[src/source/fir_pkg.sv]
/*
 * shared widths, tap counts and pipeline latency for the symmetric FIR
 * sample, coefficient and vector types, and the coefficient table
 */
`default_nettype none

package fir_pkg;

	// ******************************
	// sizes
	// ******************************

	// sample width, also every internal word
	localparam int SAMPLE_W = 18;

	// full delay line depth
	localparam int NUM_TAPS = 24;

	// symmetric filter, so half the taps carry unique coefficients
	localparam int NUM_UNIQ = NUM_TAPS / 2;

	// tap line 1 + pair/mult 2 + adder tree 4
	localparam int PIPE_LATENCY = 7;

	// ******************************
	// types
	// ******************************

	// signed sample, pair sum, product and partial sum
	typedef logic signed [SAMPLE_W-1:0] sample_t;

	// signed coefficient
	typedef logic signed [SAMPLE_W-1:0] coeff_t;

	// delay line contents, index 0 is the newest sample
	typedef sample_t tap_vec_t [NUM_TAPS];

	// one word per unique coefficient
	typedef sample_t uniq_vec_t [NUM_UNIQ];

	// ******************************
	// coefficients
	// ******************************

	// first half of the impulse response, mirrored for taps 12..23
	localparam coeff_t COEFFS [NUM_UNIQ] = '{
		18'sd88,   18'sd0,    -18'sd97,  -18'sd197,
		-18'sd294, -18'sd380, -18'sd447, -18'sd490,
		-18'sd504, -18'sd481, -18'sd420, -18'sd319
	};

endpackage

`default_nettype wire

[src/source/fir_tap_line.sv]
/*
 * sample delay line for the FIR
 * shifts one place per enabled edge, all taps exposed
 */
`timescale 1ns/1ps
`default_nettype none

module fir_tap_line
	import fir_pkg::*;
(
	input  wire     clk,
	input  wire     reset,
	input  wire     i_clk_ena,
	input  sample_t i_in,
	output tap_vec_t o_taps
);

	// ******************************
	// delay line registers
	// ******************************

	tap_vec_t taps_q;

	always_ff @(posedge clk or posedge reset) begin
		if (reset) begin
			// taps not yet reached by a sample read as zero
			for (int k = 0; k < NUM_TAPS; k++) begin
				taps_q[k] <= '0;
			end
		end else if (i_clk_ena) begin
			// newest sample enters at tap 0
			taps_q[0] <= i_in;
			for (int k = 1; k < NUM_TAPS; k++) begin
				taps_q[k] <= taps_q[k-1];
			end
		end
	end

	// ******************************
	// outputs
	// ******************************

	// both ends go to the pair adders
	always_comb begin
		for (int k = 0; k < NUM_TAPS; k++) begin
			o_taps[k] = taps_q[k];
		end
	end

endmodule

`default_nettype wire

[src/source/fir_pair_mult.sv]
/*
 * mirrored tap pair adders and coefficient multipliers
 * two register stages, all arithmetic wraps to the sample width
 */
`timescale 1ns/1ps
`default_nettype none

module fir_pair_mult
	import fir_pkg::*;
(
	input  wire       clk,
	input  wire       reset,
	input  wire       i_clk_ena,
	input  tap_vec_t  i_taps,
	output uniq_vec_t o_products
);

	// ******************************
	// stage 1, pair sums
	// ******************************

	// tap k paired with tap NUM_TAPS-1-k
	uniq_vec_t pair_q;

	always_ff @(posedge clk or posedge reset) begin
		if (reset) begin
			for (int k = 0; k < NUM_UNIQ; k++) begin
				pair_q[k] <= '0;
			end
		end else if (i_clk_ena) begin
			for (int k = 0; k < NUM_UNIQ; k++) begin
				// carry out of bit 17 is dropped
				pair_q[k] <= i_taps[k] + i_taps[NUM_TAPS-1-k];
			end
		end
	end

	// ******************************
	// stage 2, products
	// ******************************

	uniq_vec_t prod_q;

	always_ff @(posedge clk or posedge reset) begin
		if (reset) begin
			for (int k = 0; k < NUM_UNIQ; k++) begin
				prod_q[k] <= '0;
			end
		end else if (i_clk_ena) begin
			for (int k = 0; k < NUM_UNIQ; k++) begin
				// low 18 bits of the signed product, no rounding
				prod_q[k] <= sample_t'(pair_q[k] * COEFFS[k]);
			end
		end
	end

	// ******************************
	// outputs
	// ******************************

	always_comb begin
		for (int k = 0; k < NUM_UNIQ; k++) begin
			o_products[k] = prod_q[k];
		end
	end

endmodule

`default_nettype wire

[src/source/fir_adder_tree.sv]
/*
 * registered reduction tree, 12 products down to one sum
 * levels 12 > 6 > 3 > 2 > 1, level 3 leftover goes through a bypass register
 */
`timescale 1ns/1ps
`default_nettype none

module fir_adder_tree
	import fir_pkg::*;
(
	input  wire       clk,
	input  wire       reset,
	input  wire       i_clk_ena,
	input  uniq_vec_t i_products,
	output sample_t   o_sum
);

	// ******************************
	// partial sum registers
	// ******************************

	// level 1, adjacent product pairs
	sample_t l1_q [NUM_UNIQ/2];

	// level 2, adjacent level 1 pairs
	sample_t l2_q [NUM_UNIQ/4];

	// level 3, one adder and the odd one out
	sample_t l3_sum_q;
	sample_t l3_byp_q;

	// level 4, the filter output
	sample_t l4_q;

	// ******************************
	// levels 1 and 2
	// ******************************

	always_ff @(posedge clk or posedge reset) begin
		if (reset) begin
			for (int k = 0; k < NUM_UNIQ/2; k++) begin
				l1_q[k] <= '0;
			end
			for (int k = 0; k < NUM_UNIQ/4; k++) begin
				l2_q[k] <= '0;
			end
		end else if (i_clk_ena) begin
			for (int k = 0; k < NUM_UNIQ/2; k++) begin
				l1_q[k] <= i_products[2*k] + i_products[2*k+1];
			end
			for (int k = 0; k < NUM_UNIQ/4; k++) begin
				l2_q[k] <= l1_q[2*k] + l1_q[2*k+1];
			end
		end
	end

	// ******************************
	// levels 3 and 4
	// ******************************

	always_ff @(posedge clk or posedge reset) begin
		if (reset) begin
			l3_sum_q <= '0;
			l3_byp_q <= '0;
			l4_q     <= '0;
		end else if (i_clk_ena) begin
			l3_sum_q <= l2_q[0] + l2_q[1];
			// keeps the third partial sum in step with the adder path
			l3_byp_q <= l2_q[2];
			l4_q     <= l3_sum_q + l3_byp_q;
		end
	end

	assign o_sum = l4_q;

endmodule

`default_nettype wire

[src/source/fir_valid_ctrl.sv]
/*
 * valid flag pipeline, as deep as the datapath
 */
`timescale 1ns/1ps
`default_nettype none

module fir_valid_ctrl
	import fir_pkg::*;
(
	input  wire  clk,
	input  wire  reset,
	input  wire  i_clk_ena,
	input  wire  i_valid,
	output logic o_valid
);

	// ******************************
	// flag shift register
	// ******************************

	// bit 0 is captured with the sample entering tap 0
	logic [PIPE_LATENCY-1:0] vld_q;

	always_ff @(posedge clk or posedge reset) begin
		if (reset) begin
			vld_q <= '0;
		end else if (i_clk_ena) begin
			// advances only with the datapath
			vld_q <= {vld_q[PIPE_LATENCY-2:0], i_valid};
		end
	end

	// lines up with the adder tree output register
	assign o_valid = vld_q[PIPE_LATENCY-1];

endmodule

`default_nettype wire

[src/source/fir_top.sv]
/*
 * 24 tap symmetric FIR filter, top level
 * tap line, pair adders and multipliers, adder tree, valid pipeline
 */
`timescale 1ns/1ps
`default_nettype none

module fir_top
	import fir_pkg::*;
(
	input  wire     clk,
	input  wire     reset,
	input  wire     i_clk_ena,
	input  wire     i_valid,
	input  sample_t i_in,
	output logic    o_valid,
	output sample_t o_out
);

	// ******************************
	// internal buses
	// ******************************

	// delay line contents
	tap_vec_t taps;

	// registered coefficient products
	uniq_vec_t products;

	// ******************************
	// datapath
	// ******************************

	// 1 edge, sample into tap 0
	fir_tap_line u_tap_line (
		.clk       (clk),
		.reset     (reset),
		.i_clk_ena (i_clk_ena),
		.i_in      (i_in),
		.o_taps    (taps)
	);

	// 2 edges, pair sums then products
	fir_pair_mult u_pair_mult (
		.clk        (clk),
		.reset      (reset),
		.i_clk_ena  (i_clk_ena),
		.i_taps     (taps),
		.o_products (products)
	);

	// 4 edges, last level is the output register
	fir_adder_tree u_adder_tree (
		.clk        (clk),
		.reset      (reset),
		.i_clk_ena  (i_clk_ena),
		.i_products (products),
		.o_sum      (o_out)
	);

	// ******************************
	// control
	// ******************************

	// valid flag follows the sample through all 7 stages
	fir_valid_ctrl u_valid_ctrl (
		.clk       (clk),
		.reset     (reset),
		.i_clk_ena (i_clk_ena),
		.i_valid   (i_valid),
		.o_valid   (o_valid)
	);

endmodule

`default_nettype wire

[config.mk]
export PLATFORM = sky130hd
export DESIGN_NAME = fir_top
export DESIGN_NICKNAME = d
export VERILOG_FILES = /design/src/source/fir_pkg.sv /design/src/source/fir_tap_line.sv /design/src/source/fir_pair_mult.sv /design/src/source/fir_adder_tree.sv /design/src/source/fir_valid_ctrl.sv /design/src/source/fir_top.sv
export SDC_FILE = /design/constraint.sdc
export NUM_CORES = 2
export LEC_CHECK = 0
export BUFFER_PORTS_ARGS = -buffer_cell sky130_fd_sc_hd__buf_2
export CAP_MARGIN = 20
export CORE_UTILIZATION = 65
export DETAILED_ROUTE_END_ITERATION = 10
export GPL_ROUTABILITY_DRIVEN = 0
export PLACE_DENSITY = 0.91
export SYNTH_ARGS = -nofsm -noshare
export SYNTH_HDL_FRONTEND = slang
export SYNTH_SLANG_ARGS = --single-unit
[constraint.sdc]
create_clock -name clk -period 57.8 [get_ports clk]
set_input_delay 2.89 -clock clk [delete_from_list [all_inputs] [get_ports clk]]
set_output_delay 2.89 -clock clk [all_outputs]
set_load 0.1 [all_outputs]
==> results.md <==
- Via density: about 6.5
- Worst r2r src: u_pair_mult.pair_q[131]
- CTS tree: yes
- CTS root buf: clkbuf_16
- Setup Buffers After CTS: 0
- Unrepaired setup endpoints after global routing: false
- Fmax: 171 MHz
- Sum Neg Setup Slack: 0 ns
- Largest net degree at the start of global routing: 210
- Most common cell on crit path: buf_4
- Worst path slowest cell: buf_4
- Avg WL per Cell: 22.3 um
- Die Y: ~330 um
- Core area: approximately 110000 um2
- Mapped Cells: ~6400
- Area of the mapped netlist: ~70000 um2
- Hold worst-path end: u_pair_mult.pair_q[15]
- Port bufs: 40
- Register clock-pin slew on the reported worst setup and hold paths: 0.07 ns
- Outcome: completed
- Post-synth cell types: between 80 and 90
- Largest stage delay, worst path: 0.97 ns
- Seq/Total Area, Yosys: a little over a third
- # rows: ~120
- 1st-iter DRT viols: between 5000 and 6000
- Minimum clock period: about 6 ns
- Vias post-DR: roughly 51000
- Die X: roughly 330 um
- Clk sink count: a little over 1000
- Period utilization: a little over 10%
- Initial Util: 65.9%
- Fill cells: around 6100
- Mean Syn Cell Area: 10.9 um2
- Htree depth: 3
- Crit-path cells: buf_8, buf_4, buf_4, nand2_1, or4_1, o211ai_1
- Pre-CTS setup slack: between 50 and 60 ns
- CP Class: in -> reg
- Number of global-route vias before repair: about 54000
- Hold Path Depth: 1
- Final Max Tran Viols: 0
- Layout cells sized above 1: ~16%
- Hold path startpoint: u_pair_mult.pair_q[15]
- Worst setup margin: roughly 52 ns
- R2R depth: 18
- Die area: roughly 110000 um2
- GR Util All Layers: between 30% and 40%
- Routed WL: 176000 um
- Post-route cell area: ~75000 um2
- Antenna violations before repair: 2
- I/O pins: about 40
- Post-synth EDFFs: 0
- Final setup vio count: 0
- Hold buffer count at CTS: 0
- Fin Clk Skew: 0.0423 ns
- Ys flop type: dfrtp_1
- Area Overhead vs Synth: 7.31%
- Final nets: 7574
- Total CTS buffers: between 100 and 150
- Worst reg2reg setup slack: ~52 ns
- Final ANT Viol Nets: 0
- CP Max Fanout: approximately 120
- Yosys reg bits: around 1000
- Worst hold-check path type: reg -> reg
- Critical path's top delay family: buffers and inverters
- Worst-Skew Late Latency: a little over 0.7 ns
- Fin util: a little over two thirds
- Hold Vio Cnt, Final: 0
- Slew HR: between 10% and 20%
- WP data arrival: ~6.5 ns
- Mapped Nets: about 7600
- Slew @ Worst Pin: between 1 and 1.5 ns
- Remaining DRCs: 0
- CTS resizes: 0
- Detailed Place HPWL: between 100000 and 150000 um
- Total gr overflow: 0
- Worst path required time: roughly 58 ns
- Crit end category: flip-flop
- First drt pass iteration count: 9
- # Max-Cap Violations: 0
- First-pass GRT wire length: around 280000 um
- Placed cell area: ~71000 um2
- CP Buf/Inv Count: 3
- Synth warnings: 0
- Worst R2R End: u_pair_mult.o_products[143]
- Startpoint types: input port
- Share of synthesized flip-flops with an asynchronous set or reset: between 90% and 100%
- Clk buf depth: 3
==> placed cells by master (no fill, tap or decap), types with 32 or more instances in the layout <==
| cell | instances |
|---|---|
| nor2_1 | 259 |
| nand3_1 | 109 |
| nor3_1 | 156 |
| nand2_1 | 329 |
| clkbuf_16 | 103 |
| a21o_1 | 62 |
| o31ai_1 | 45 |
| a21oi_1 | 248 |
| fa_1 | 302 |
| dfrtp_1 | 1017 |
| mux2_2 | 728 |
| xnor2_1 | 335 |
| xor2_1 | 90 |
| o21bai_1 | 37 |
| nor2b_1 | 54 |
| a31oi_1 | 32 |
| or3_1 | 41 |
| buf_2 | 39 |
| and3_1 | 37 |
| ha_1 | 829 |
| o21ai_0 | 240 |
| inv_1 | 786 |
| o21a_1 | 41 |
| a211oi_1 | 72 |
| nand2b_1 | 37 |
==> worst max-delay path by stage <==
stage	start	depth (start not counted)	end
after floorplan	reset	1	u_adder_tree.l1_q[0]
after global placement	reset	5	u_tap_line.o_taps[416]
after detailed placement	reset	5	u_tap_line.o_taps[416]
after CTS	reset	5	u_tap_line.o_taps[422]
after global routing	reset	6	u_tap_line.o_taps[362]
final	i_clk_ena	6	u_adder_tree.l1_q[16]
==> cell families (layout without fill, tap and decap cells) <==
kind of cell / Yosys count / in the layout / synth area share [%]
buffers and inverters: 937 / 1031 / 5.05
DFF: 1017 / 1017 / 36.5
muxes: 762 / 762 / 12.3
other: 0 / 2 / 0
xor gates and xnor gates: 425 / 425 / 5.33
adders and majority gates: 1131 / 1131 / 23.5
AOI/OAI and AO/OA: 1026 / 1026 / 9.92
and+or+nand+nor: 1104 / 1104 / 7.43
==> state kept, by name, indices dropped and copies added, names as in the netlist <==
register                count
u_tap_line.o_taps         426
u_pair_mult.o_products    186
u_pair_mult.pair_q        186
u_adder_tree.l1_q         104
u_adder_tree.l2_q          54
u_adder_tree.l3_byp_q      18
u_adder_tree.l3_sum_q      18
u_adder_tree.o_sum         18
u_valid_ctrl.vld_q          7
==> layer usage <==
metal | vias up | wire [um] | GRT usage (%)
li1 | 22231 | - | -
met1 | 25449 | 67600 | 41.0
met2 | 2735 | 84900 | 54.2
met3 | 830 | 14800 | 6.04
met4 | 4 | 9000 | 14.6
met5 | - | 27 | 0
==> cells in the mapped netlist (all sizes together) (14+ instances only) <==
cell type,instances,area share (%)
nor3,161,1.2
mux2,731,12
o21bai,37,0.40
o21ai,256,1.9
or3,41,0.37
a21oi,252,1.8
o2111ai,23,0.29
and3,37,0.33
nand2,332,1.8
nand3,110,0.80
nand2b,37,0.33
buf,14,0.086
o41ai,19,0.31
ha,829,15
a31oi,32,0.29
inv,788,4.2
o21a,41,0.44
nor2b,54,0.48
fa,302,8.7
dfrtp,1017,36
a21o,65,0.70
o31ai,50,0.57
a41oi,15,0.20
a31o,21,0.26
and2,15,0.13
nor2,259,1.4
xor2,90,1.1
xnor2,335,4.2
a311oi,20,0.25
mux2i,31,0.44
a211oi,73,0.79
clkbuf,135,0.73
o211ai,28,0.32
==> metrics by stage <==
stage | std cells | hold WS [ns]
after global placement | 7706 | 0.464
after floorplan | 6402 | 0.446
after global routing | 7887 | 0.499
after detailed placement | 7706 | 0.470
final | 7889 | 0.478
after CTS | 7886 | 0.483
==> layout make-up <==
cell class	count	area [um2]	share of cell area, %
diodes	2	5.00	0.00668
clock buffers	146	2960	3.95
clock inverters	34	512	0.683
inverters	788	2970	3.97
multi-input cells	4448	40800	54.5
flip-flops and latches	1017	25400	34.0
well taps	1391	1740	2.32
repair buffers	63	440	0.588
Power is not shown: default switching activity piles up to over one toggle a cycle in this logic, so the estimate is an artifact.
